**src/hw/icache_ctrl_pkg.sv**
```systemverilog
package icache_ctrl_pkg;

    // Cluster and bus sizes
    localparam int unsigned NB_CORES   = 4;     // Private instruction caches
    localparam int unsigned ID_WIDTH   = 5;     // Bus transaction id
    localparam int unsigned DATA_WIDTH = 32;
    localparam int unsigned ADDR_WIDTH = 32;

    // Register map, only the low address byte is decoded
    localparam logic [7:0] OFF_ENABLE = 8'h00;  // Per-core cache enable
    localparam logic [7:0] OFF_FLUSH  = 8'h04;  // Per-core flush request
    localparam logic [7:0] OFF_MARKER = 8'h08;  // Reserved word

    // Fixed read values
    localparam logic [DATA_WIDTH-1:0] MARKER_RDATA   = 32'hBADD_A555;
    localparam logic [DATA_WIDTH-1:0] UNMAPPED_RDATA = 32'hDEAD_A555;

    // Write command from the register file to the sequencer
    typedef enum logic [2:0]
    {
        CMD_NONE,       // No write this cycle
        CMD_ENABLE,     // Nonzero write to the enable register
        CMD_DISABLE,    // Zero written to the enable register
        CMD_FLUSH,      // Any write to the flush register
        CMD_OTHER       // Write to an offset without side effects
    } ctrl_cmd_e;

endpackage

```
**src/hw/periph_req_if.sv**
```systemverilog
`timescale 1ns/1ps

interface periph_req_if
    import icache_ctrl_pkg::*;
();

    logic                  req;
    logic [ADDR_WIDTH-1:0] addr;
    logic                  wen;     // High means read
    logic [DATA_WIDTH-1:0] wdata;
    logic [ID_WIDTH-1:0]   id;
    logic                  gnt;     // Accept when req and gnt are both high

    // Bus side, drives the request fields
    modport source
    (
        output req,
        output addr,
        output wen,
        output wdata,
        output id,
        input  gnt
    );

    // Register file observes the whole channel
    modport regs
    (
        input req,
        input addr,
        input wen,
        input wdata,
        input id,
        input gnt
    );

    modport ctrl
    (
        input  req,
        output gnt
    );

endinterface

```
**src/hw/ack_collector.sv**
```systemverilog
`timescale 1ns/1ps

module ack_collector
    import icache_ctrl_pkg::*;
(
    input  logic                clk_i,
    input  logic                rst_ni,

    input  logic                listen_i,
    input  logic                clear_i,
    input  logic [NB_CORES-1:0] match_i,

    output logic                all_done_o
);

    logic [NB_CORES-1:0] seen_q;    // One sticky bit per core

    always_ff @(posedge clk_i or negedge rst_ni)
    begin
        if (!rst_ni)
        begin
            seen_q <= '0;
        end
        else if (clear_i)
        begin
            seen_q <= '0;   // Clear wins over a late match
        end
        else if (listen_i)
        begin
            seen_q <= seen_q | match_i;
        end
    end

    // Done once every core has answered at least once
    assign all_done_o = &seen_q;

endmodule

```
**src/hw/icache_ctrl_regs.sv**
```systemverilog
`timescale 1ns/1ps

module icache_ctrl_regs
    import icache_ctrl_pkg::*;
(
    input  logic                  clk_i,
    input  logic                  rst_ni,

    periph_req_if.regs            bus,

    input  logic                  wr_done_i,
    output ctrl_cmd_e             cmd_o,

    output logic                  r_valid_o,
    output logic [DATA_WIDTH-1:0] r_rdata_o,
    output logic [ID_WIDTH-1:0]   r_id_o,
    output logic                  r_opc_o,

    output logic [NB_CORES-1:0]   bypass_req_o,
    output logic [NB_CORES-1:0]   flush_req_o
);

    logic                  accept;
    logic                  is_read;
    logic                  is_write;
    logic [7:0]            offset;
    logic [DATA_WIDTH-1:0] rd_mux;

    logic [DATA_WIDTH-1:0] enable_q;
    logic [DATA_WIDTH-1:0] flush_q;
    logic                  r_valid_q;
    logic [DATA_WIDTH-1:0] r_rdata_q;
    logic [ID_WIDTH-1:0]   r_id_q;

    assign accept   = bus.req & bus.gnt;
    assign is_read  = accept & bus.wen;
    assign is_write = accept & ~bus.wen;
    assign offset   = bus.addr[7:0];

    // Command decode for the sequencer
    always_comb
    begin
        cmd_o = CMD_NONE;
        if (is_write)
        begin
            case (offset)
                OFF_ENABLE: cmd_o = (bus.wdata == '0) ? CMD_DISABLE : CMD_ENABLE;
                OFF_FLUSH:  cmd_o = CMD_FLUSH;
                default:    cmd_o = CMD_OTHER;  // Still needs a response
            endcase
        end
    end

    always_ff @(posedge clk_i or negedge rst_ni)
    begin
        if (!rst_ni)
        begin
            enable_q <= '0;     // All caches bypassed
            flush_q  <= '0;
        end
        else if (is_write)
        begin
            if (offset == OFF_ENABLE)
            begin
                enable_q <= bus.wdata;
            end
            if (offset == OFF_FLUSH)
            begin
                flush_q <= bus.wdata;
            end
        end
    end

    // Cores see the register contents directly
    assign bypass_req_o = ~enable_q[NB_CORES-1:0];
    assign flush_req_o  = flush_q[NB_CORES-1:0];

    always_comb
    begin
        case (offset)
            OFF_ENABLE: rd_mux = enable_q;
            OFF_FLUSH:  rd_mux = flush_q;
            OFF_MARKER: rd_mux = MARKER_RDATA;
            default:    rd_mux = UNMAPPED_RDATA;
        endcase
    end

    // One-shot response, reads next cycle and writes after the sequencer is done
    always_ff @(posedge clk_i or negedge rst_ni)
    begin
        if (!rst_ni)
        begin
            r_valid_q <= 1'b0;
        end
        else
        begin
            r_valid_q <= is_read | wr_done_i;
        end
    end

    always_ff @(posedge clk_i)
    begin
        if (is_read)
        begin
            r_rdata_q <= rd_mux;
        end
        else if (wr_done_i)
        begin
            r_rdata_q <= '0;    // Write responses carry no data
        end

        if (accept)
        begin
            r_id_q <= bus.id;
        end
    end

    assign r_valid_o = r_valid_q;
    assign r_rdata_o = r_rdata_q;
    assign r_id_o    = r_id_q;
    assign r_opc_o   = 1'b0;    // No error responses

endmodule

```
**src/hw/icache_ctrl_fsm.sv**
```systemverilog
`timescale 1ns/1ps

module icache_ctrl_fsm
    import icache_ctrl_pkg::*;
(
    input  logic                clk_i,
    input  logic                rst_ni,

    periph_req_if.ctrl          bus,

    input  ctrl_cmd_e           cmd_i,
    input  logic [NB_CORES-1:0] bypass_ack_i,
    input  logic [NB_CORES-1:0] flush_ack_i,
    input  logic [NB_CORES-1:0] flush_req_i,

    output logic                wr_done_o
);

    enum logic [2:0]
    {
        IDLE,
        WAIT_ENABLE,
        WAIT_DISABLE,
        WAIT_FLUSH,
        RESPOND
    } state_q, state_d;

    logic                bypass_listen;
    logic                bypass_clear;
    logic                bypass_done;
    logic [NB_CORES-1:0] bypass_match;

    logic                flush_listen;
    logic                flush_clear;
    logic                flush_done;
    logic [NB_CORES-1:0] flush_match;

    // Enabling waits for bypass acks to drop, disabling for them to rise
    assign bypass_listen = (state_q == WAIT_ENABLE) || (state_q == WAIT_DISABLE);
    assign bypass_match  = (state_q == WAIT_ENABLE) ? ~bypass_ack_i : bypass_ack_i;

    // Cores without a flush request have nothing to report
    assign flush_listen = (state_q == WAIT_FLUSH);
    assign flush_match  = flush_ack_i | ~flush_req_i;

    ack_collector u_bypass_acks
    (
        .clk_i      ( clk_i         ),
        .rst_ni     ( rst_ni        ),
        .listen_i   ( bypass_listen ),
        .clear_i    ( bypass_clear  ),
        .match_i    ( bypass_match  ),
        .all_done_o ( bypass_done   )
    );

    ack_collector u_flush_acks
    (
        .clk_i      ( clk_i        ),
        .rst_ni     ( rst_ni       ),
        .listen_i   ( flush_listen ),
        .clear_i    ( flush_clear  ),
        .match_i    ( flush_match  ),
        .all_done_o ( flush_done   )
    );

    always_comb
    begin
        state_d      = state_q;
        bypass_clear = 1'b0;
        flush_clear  = 1'b0;

        case (state_q)
            IDLE:
            begin
                if (bus.req)
                begin
                    case (cmd_i)
                        CMD_ENABLE:  state_d = WAIT_ENABLE;
                        CMD_DISABLE: state_d = WAIT_DISABLE;
                        CMD_FLUSH:   state_d = WAIT_FLUSH;
                        CMD_OTHER:   state_d = RESPOND;
                        default:     state_d = IDLE;    // Reads are answered by the regs
                    endcase
                end
            end
            WAIT_ENABLE, WAIT_DISABLE:
            begin
                if (bypass_done)
                begin
                    bypass_clear = 1'b1;
                    state_d      = RESPOND;
                end
            end
            WAIT_FLUSH:
            begin
                if (flush_done)
                begin
                    flush_clear = 1'b1;
                    state_d     = RESPOND;
                end
            end
            RESPOND: state_d = IDLE;
            default: state_d = IDLE;
        endcase
    end

    always_ff @(posedge clk_i or negedge rst_ni)
    begin
        if (!rst_ni)
        begin
            state_q <= IDLE;
        end
        else
        begin
            state_q <= state_d;
        end
    end

    assign bus.gnt   = (state_q == IDLE);       // Stall the bus during a write
    assign wr_done_o = (state_q == RESPOND);

endmodule

```
**src/hw/icache_ctrl_unit.sv**
```systemverilog
`timescale 1ns/1ps

module icache_ctrl_unit
    import icache_ctrl_pkg::*;
(
    input  logic                  clk_i,
    input  logic                  rst_ni,

    // Peripheral bus request channel
    input  logic                  req_i,
    input  logic [ADDR_WIDTH-1:0] addr_i,
    input  logic                  wen_i,    // High means read
    input  logic [DATA_WIDTH-1:0] wdata_i,
    input  logic [ID_WIDTH-1:0]   id_i,
    output logic                  gnt_o,

    // Response channel
    output logic                  r_valid_o,
    output logic [DATA_WIDTH-1:0] r_rdata_o,
    output logic [ID_WIDTH-1:0]   r_id_o,
    output logic                  r_opc_o,

    // Per-core cache control
    output logic [NB_CORES-1:0]   bypass_req_o,
    input  logic [NB_CORES-1:0]   bypass_ack_i,
    output logic [NB_CORES-1:0]   flush_req_o,
    input  logic [NB_CORES-1:0]   flush_ack_i
);

    ctrl_cmd_e           cmd;
    logic                wr_done;
    logic [NB_CORES-1:0] flush_req;

    periph_req_if bus ();

    assign bus.req   = req_i;
    assign bus.addr  = addr_i;
    assign bus.wen   = wen_i;
    assign bus.wdata = wdata_i;
    assign bus.id    = id_i;
    assign gnt_o     = bus.gnt;

    icache_ctrl_regs u_regs
    (
        .clk_i        ( clk_i        ),
        .rst_ni       ( rst_ni       ),
        .bus          ( bus.regs     ),
        .wr_done_i    ( wr_done      ),
        .cmd_o        ( cmd          ),
        .r_valid_o    ( r_valid_o    ),
        .r_rdata_o    ( r_rdata_o    ),
        .r_id_o       ( r_id_o       ),
        .r_opc_o      ( r_opc_o      ),
        .bypass_req_o ( bypass_req_o ),
        .flush_req_o  ( flush_req    )
    );

    // Sequencer also needs the flush mask to skip idle cores
    icache_ctrl_fsm u_fsm
    (
        .clk_i        ( clk_i        ),
        .rst_ni       ( rst_ni       ),
        .bus          ( bus.ctrl     ),
        .cmd_i        ( cmd          ),
        .bypass_ack_i ( bypass_ack_i ),
        .flush_ack_i  ( flush_ack_i  ),
        .flush_req_i  ( flush_req    ),
        .wr_done_o    ( wr_done      )
    );

    assign flush_req_o = flush_req;

endmodule

```
**config.mk**
```make
export PLATFORM = sky130hd
export DESIGN_NAME = icache_ctrl_unit
export DESIGN_NICKNAME = d
export VERILOG_FILES = /design/src/hw/icache_ctrl_pkg.sv /design/src/hw/periph_req_if.sv /design/src/hw/ack_collector.sv /design/src/hw/icache_ctrl_regs.sv /design/src/hw/icache_ctrl_fsm.sv /design/src/hw/icache_ctrl_unit.sv
export SDC_FILE = /design/constraint.sdc
export NUM_CORES = 1
export LEC_CHECK = 0
export ABC_AREA = 0
export BUFFER_PORTS_ARGS = -buffer_cell sky130_fd_sc_hd__buf_2
export CAP_MARGIN = 20
export CORE_MARGIN = 4
export CORE_UTILIZATION = 34
export CTS_BUF_LIST = sky130_fd_sc_hd__clkbuf_16
export CTS_CLUSTER_DIAMETER = 50
export DETAILED_ROUTE_END_ITERATION = 10
export HOLD_SLACK_MARGIN = 0.1
export PLACE_DENSITY = 0.62
export RECOVER_POWER = 25
export SYNTH_ARGS = -nofsm -noshare
export SYNTH_HDL_FRONTEND = slang
export SYNTH_SLANG_ARGS = --single-unit
```
**constraint.sdc**
```tcl
create_clock -name clk_i -period 3.4 [get_ports clk_i]
set_clock_uncertainty 0.1 [all_clocks]
set_input_delay 0.34 -clock clk_i [delete_from_list [all_inputs] [get_ports clk_i]]
set_output_delay 0.34 -clock clk_i [all_outputs]
set_load 0.01 [all_outputs]
```
==> results.yml, run 1 <==
yosys:
  async_flop_share: 0.673
  synth_edf_count: 37
  syn-cell-area_um2: 4820
  synthFlopType: "dfrtp_1"
  synth_nets: 438
  synth_top_area_frac: 0.394
  ys_ff_latch: 113
  ys_top_cells_by_area: "dfrtp_1 39%, edfxtp_1 23%, mux2_2 9.6%"
  synthDistinctLibCells: 41
  synth_seq_area_share: 0.625
  synth_cells: 357
  avgSynthCellArea_um2: 13.5
  synth_warnings: 0
  yosysTopAreaCell: "dfrtp_1"
final_layout:
  layout.nets: 572
  seqCellArea_um2: 3010
  area_growth_pct: 29.2
  diodes: 0
  fin_area_um2: 6230
  nFillCells: 1338
  final_layout_size_suffix_gt1_frac: 0.268
  multi_input_area_um2: 1640
grt:
  grt_pass1_wl_um: 18700
  grt_use_total: 0.150
  first_global_vias: 3557
  antenna_found_initial: 0
  grt_max_degree: 77
  overflow: 0
clock_network:
  clkTransAtPathRegs_ps: 50
  clock_latency_ps: 400
  post_cts_resized: 0
  clockBufferDepth: 2
  htreeDepth: 4
  cts_made_buffers: 17
  cts_tree: "yes"
  cts_sinks: 113
  clockRootBuffer: "clkbuf_16"
die:
  die_y_um: 127
  core_um2: 13900
  initial_core_util: 0.347
  ios: 129
  row_count: 43
  die_area_um2: 16200
  chipWidth_um: 127
detailed_routing:
  route.met2.wl_um: 5970
  dr_total_vias: 3462
  route.met3.wl_um: 670
  wirelength_met1_um: 5130
  drtIter0Drc: 147
  avgRoutedWirePerCell_um: 17.5
  drt_pass1_iterations: 4
  ant_nets: 0
  viasPerCell: 5.07
  highest_layer: "met4"
  totalWireLength_um: 11900
  drc: 0
placement:
  hpwl_um: 8280
  gp_congestion: 0.752
  port_buffers: 103
  place_area_um2: 5510
timing:
  timing.fmax_mhz: 359
  timing_hold_violations_final: 0
  slew_violations: 77
  period_share: 0.819
  hold_ws_ps: 116
  setup_tns_ps: 0
  finalSetupViolCount: 0
  slew_headroom: -0.293
  rsz0062_at_grt: "no"
  fin_crit_ps: 2780
  tightest_slew_ps: 1940
hold_path:
  hp-class: "in -> reg"
worst_setup_path:
  cp.required_ps: 3560
  ff2ff_setup_slack_ps: 620
  critPathKind: "reg -> reg"
  crit_fanout: 13
  cp-start-kind: "flop"
  end_kind: "flop"
  cp.arrival_ps: 2940
power:
  p_leak_nw: 2.79
  cellPowerDensity_nw_per_um2: 536
  irDropWorstVdd_mv: 0.343
outcome:
  outcome: "finished with violations"
  violations: "capacitance limit, slew limit"
run:
  cap_violations: 1
[cell families after synthesis]
kind of cell	after synthesis	synth area share
compound gates	69	0.108
buf+inv	31	0.0332
flops	113	0.625
mux	61	0.142
other cells	1	0.000777
simple gates	82	0.0916
[final timing paths]
path                                          start  cells past startpoint             endpoint
worst max-delay path               u_fsm.state_q[1]                      6  u_regs.r_rdata_o[6]
worst min-delay path                     wdata_i[5]                      2   u_regs.enable_q[5]
worst max register to register     u_fsm.state_q[1]                      6  u_regs.r_rdata_o[6]
worst min register to register  u_regs.enable_q[25]                      1  u_regs.enable_q[25]
max in group asynchronous                    rst_ni                      2     u_fsm.state_q[0]
min in group asynchronous                    rst_ni                      2     u_regs.r_valid_o
[Yosys cell counts (all sizes together), types with 6 or more instances]
| master | instances |
|---|---|
| edfxtp | 37 |
| a22oi | 10 |
| buf | 16 |
| clkbuf | 8 |
| nand2 | 10 |
| a21oi | 11 |
| dfrtp | 76 |
| mux2 | 60 |
| a221o | 16 |
| o211ai | 6 |
| nor4 | 12 |
| inv | 6 |
| nor2 | 31 |
| nand2b | 6 |
| o21ai | 11 |
[per-stage QoR]
step	util	cells	total power (W)	worst slack (ps)
after floorplan	-	357	0.00163	885
after global placement	0.397	626	0.00175	771
after detailed placement	0.397	626	0.00176	750
after CTS	0.454	683	0.00339	834
after global routing	0.449	683	0.00347	337
final	0.449	683	0.00334	615
[routing by layer]
| metal | vias up | GRT usage |
|---|---|---|
| met5 | - | 0 |
| met4 | 0 | 0.0524 |
| met3 | 15 | 0.0397 |
| met2 | 111 | 0.256 |
| met1 | 1723 | 0.185 |
| li1 | 1613 | - |
[timing repair]
action,4_1_cts,5_1_grt
hold buffers,26,0
endpoints found under the hold margin,109,0
setup buffers,0,0
[flip-flops by register name, indices dropped and copies added, names as in the netlist]
signal                      flops
u_fsm.u_flush_acks.seen_q       4
u_fsm.u_bypass_acks.seen_q      4
u_regs.r_rdata_o               32
u_fsm.state_q                   3
u_regs.flush_q                 32
u_regs.r_valid_o                1
u_regs.r_id_o                   5
u_regs.enable_q                32
[report_power, final]
| group | leakage, nW | internal, W | switching (W) |
|---|---|---|---|
| sequential | 1.38 | 0.00147 | 0.0000261 |
| combinational | 1.13 | 0.000104 | 0.000143 |
| clock | 0.279 | 0.00104 | 0.000557 |
[layout by cell type, fill, tap and decap left out, drive strengths merged]
cell         instances
dfrtp               76
buf                 65
clkbuf              65
mux2                60
edfxtp              37
nor2                31
dlygate4sd3         26
a221o               16
nor4                12
o21ai               11
a21oi               11
inv                 10
a22oi               10
nand2               10
clkinv               9
nand2b               6
o211ai               6
nand3                5
nand4                5
nor3                 5
a2bb2oi              4
a32o                 4
a21o                 4
nor2b                3
bufinv               2
and2                 2
nor4b                1
or4                  1
or2                  1
mux2i                1
a211o                1
a211oi               1
a21boi               1
conb                 1
[layout make-up]
class / count / area share
sequential: 113 / 0.483
clock inverter: 14 / 0.0175
tap: 180 / 0.0361
timing repair buffer: 139 / 0.127
multi-input combinational: 213 / 0.264
clock buffer: 17 / 0.0683
inverter: 7 / 0.00422
[worst max-delay path, cell delays in order, from the launching register on]
cell	delay, ps
dfrtp_1	520
nor4b_1	350
clkbuf_1	340
nand4_1	360
nor3_2	470
buf_4	300
a221o_1	190
(Power assumes the default switching activity.)
==> run 2, diff against run 1 <==
- clock period: 3.4 -> 2.6 ns (I/O delays scaled with it)
==> run 2 against run 1 <==
Compared with the run above:
- the run now ends clean
- die area unchanged
- non-clock buffer count up 20
- first-iteration DRC count rose by 32%
- critical path type unchanged
==> results.yml, run 2 (synthesis results as in run 1) <==
worst_setup_path:
  cpPeakStageDelay_ps: 490
  critPathKind: "reg -> reg"
  crit_fanout: 16
  end_kind: "flop"
  worstPathCellList: "nor4b_2 > buf_4 > nand4_1 > nor3_2 > buf_4 > a221o_1"
  crit_top_cell: "buf_4"
  slowest_stage: "dfrtp_1"
  cp.arrival_ps: 2440
  cp.required_ps: 2760
  cp-start-kind: "flop"
clock_network:
  post_cts_resized: 0
  clock_latency_ps: 410
  cts_made_buffers: 17
  holdBufCountCts: 40
  htreeDepth: 4
  cts_sinks: 113
  clockRootBuffer: "clkbuf_16"
  clkTransAtPathRegs_ps: 50
  clockBufferDepth: 2
  cts_setup_buffers: 0
  cts_tree: "yes"
power:
  power_w: 0.00447
  cellPowerDensity_nw_per_um2: 685
  irDropWorstVdd_mv: 0.439
  p_leak_nw: 3.03
  p_int_w: 0.00341
  p_seq_frac: 0.436
  swShare: 0.238
  power_frac_comb: 0.081
  clkPwrFrac: 0.483
  switchingPower_w: 0.00107
detailed_routing:
  drtIter0Drc: 194
  totalWireLength_um: 12300
  drt_pass1_iterations: 4
  avgRoutedWirePerCell_um: 17.4
  dr_total_vias: 3537
  viasPerCell: 5.02
  ant_nets: 0
  drc: 0
die:
  die_y_um: 127
  die_area_um2: 16200
  initial_core_util: 0.347
  ios: 129
  chipWidth_um: 127
  core_um2: 13900
  row_count: 43
timing:
  slew_violations: 0
  timing_hold_violations_final: 0
  fin_crit_ps: 2280
  tightest_slew_ps: 875
  finalSetupViolCount: 0
  setup_tns_ps: 0
  hold_ws_ps: 125
  timing.fmax_mhz: 438
  slew_headroom: 0.417
  rsz0062_at_grt: "no"
  period_share: 0.878
placement:
  port_buffers: 103
  place_area_um2: 5550
  gp_congestion: 0.767
  hpwl_um: 8400
final_layout:
  layout.nets: 592
  final_cell_mix: "102 x buf_2, 76 x dfrtp_1, 41 x mux2_2, 40 x dlygate4sd3_1, 37 x edfxtp_1"
  mostFrequentLayoutCell: "buf_2"
  area_growth_pct: 35.4
  seqCellArea_um2: 3010
  diodes: 0
  final_layout_size_suffix_gt1_frac: 0.380
  fin_area_um2: 6530
  final_util: 0.471
  multi_input_area_um2: 1650
  nFillCells: 1253
grt:
  grt_pass1_wl_um: 19300
  overflow: 0
  grt_use_total: 0.155
  grt_max_degree: 77
  first_global_vias: 3653
  antenna_found_initial: 0
run:
  cap_violations: 0
outcome:
  outcome: "complete, no violations"
hold_path:
  hp-class: "in -> reg"
run 2: changes by cell type in the layout (fill, tap and decap cells not counted), sizes merged, moves of 3 or more:
cell,change
clkinv,-3
clkinvlp,+4
clkbuf,-47
dlygate4sd3,+14
buf,+53
run 2: power groups by stage:
stage               Clock, W  Sequential, W  Combinational [W]
global placement           0        0.00198           0.000306
global route         0.00230        0.00196           0.000402
finish               0.00216        0.00195           0.000362
CTS                  0.00220        0.00195           0.000364
detailed placement         0        0.00198           0.000315
floorplan                  0        0.00200           0.000127
run 2: stage by stage:
step / setup WS, ps / instances
final: 317 / 704
after detailed placement: 199 / 631
after global routing: 168 / 704
after floorplan: 85.1 / 357
after global placement: 201 / 631
after CTS: 303 / 703
run 2: worst max-delay path, delay by kind of cell (launching register included):
kind                   cells  cell delay, ps
AOI/OAI and AO/OA          1             230
buffers and inverters      2             500
DFF                        1             490
and+or+nand+nor            3             810
run 2: per-layer routing:
| metal | share of wire | vias to the layer above | global-route usage |
|---|---|---|---|
| met1 | 0.44 | 1756 | 0.198 |
| met4 | 0.010 | 0 | 0.0473 |
| li1 | - | 1662 | - |
| met3 | 0.059 | 9 | 0.0493 |
| met5 | 0 | - | 0 |
| met2 | 0.49 | 110 | 0.254 |
run 2: final timing paths:
check	from	to	slack, ps	depth (start not counted)
hold reg to reg	u_regs.enable_q[29]	u_regs.enable_q[29]	390	1
setup reg to reg	u_fsm.state_q[0]	u_regs.r_rdata_o[28]	320	6
hold / removal	flush_ack_i[2]	u_fsm.u_flush_acks.seen_q[2]	130	4
setup / recovery	u_fsm.state_q[0]	u_regs.r_rdata_o[28]	320	6
min in group asynchronous	rst_ni	u_regs.r_valid_o	420	2
max in group asynchronous	rst_ni	u_regs.enable_q[12]	1270	3
run 2: final cells by class:
type / count / share of cell area
Clock buffer: 17 / 0.0651
Clock inverter: 15 / 0.0207
Tap cell: 180 / 0.0345
Multi-Input combinational cell: 213 / 0.253
Inverter: 7 / 0.00402
Sequential cell: 113 / 0.461
Timing Repair Buffer: 159 / 0.162
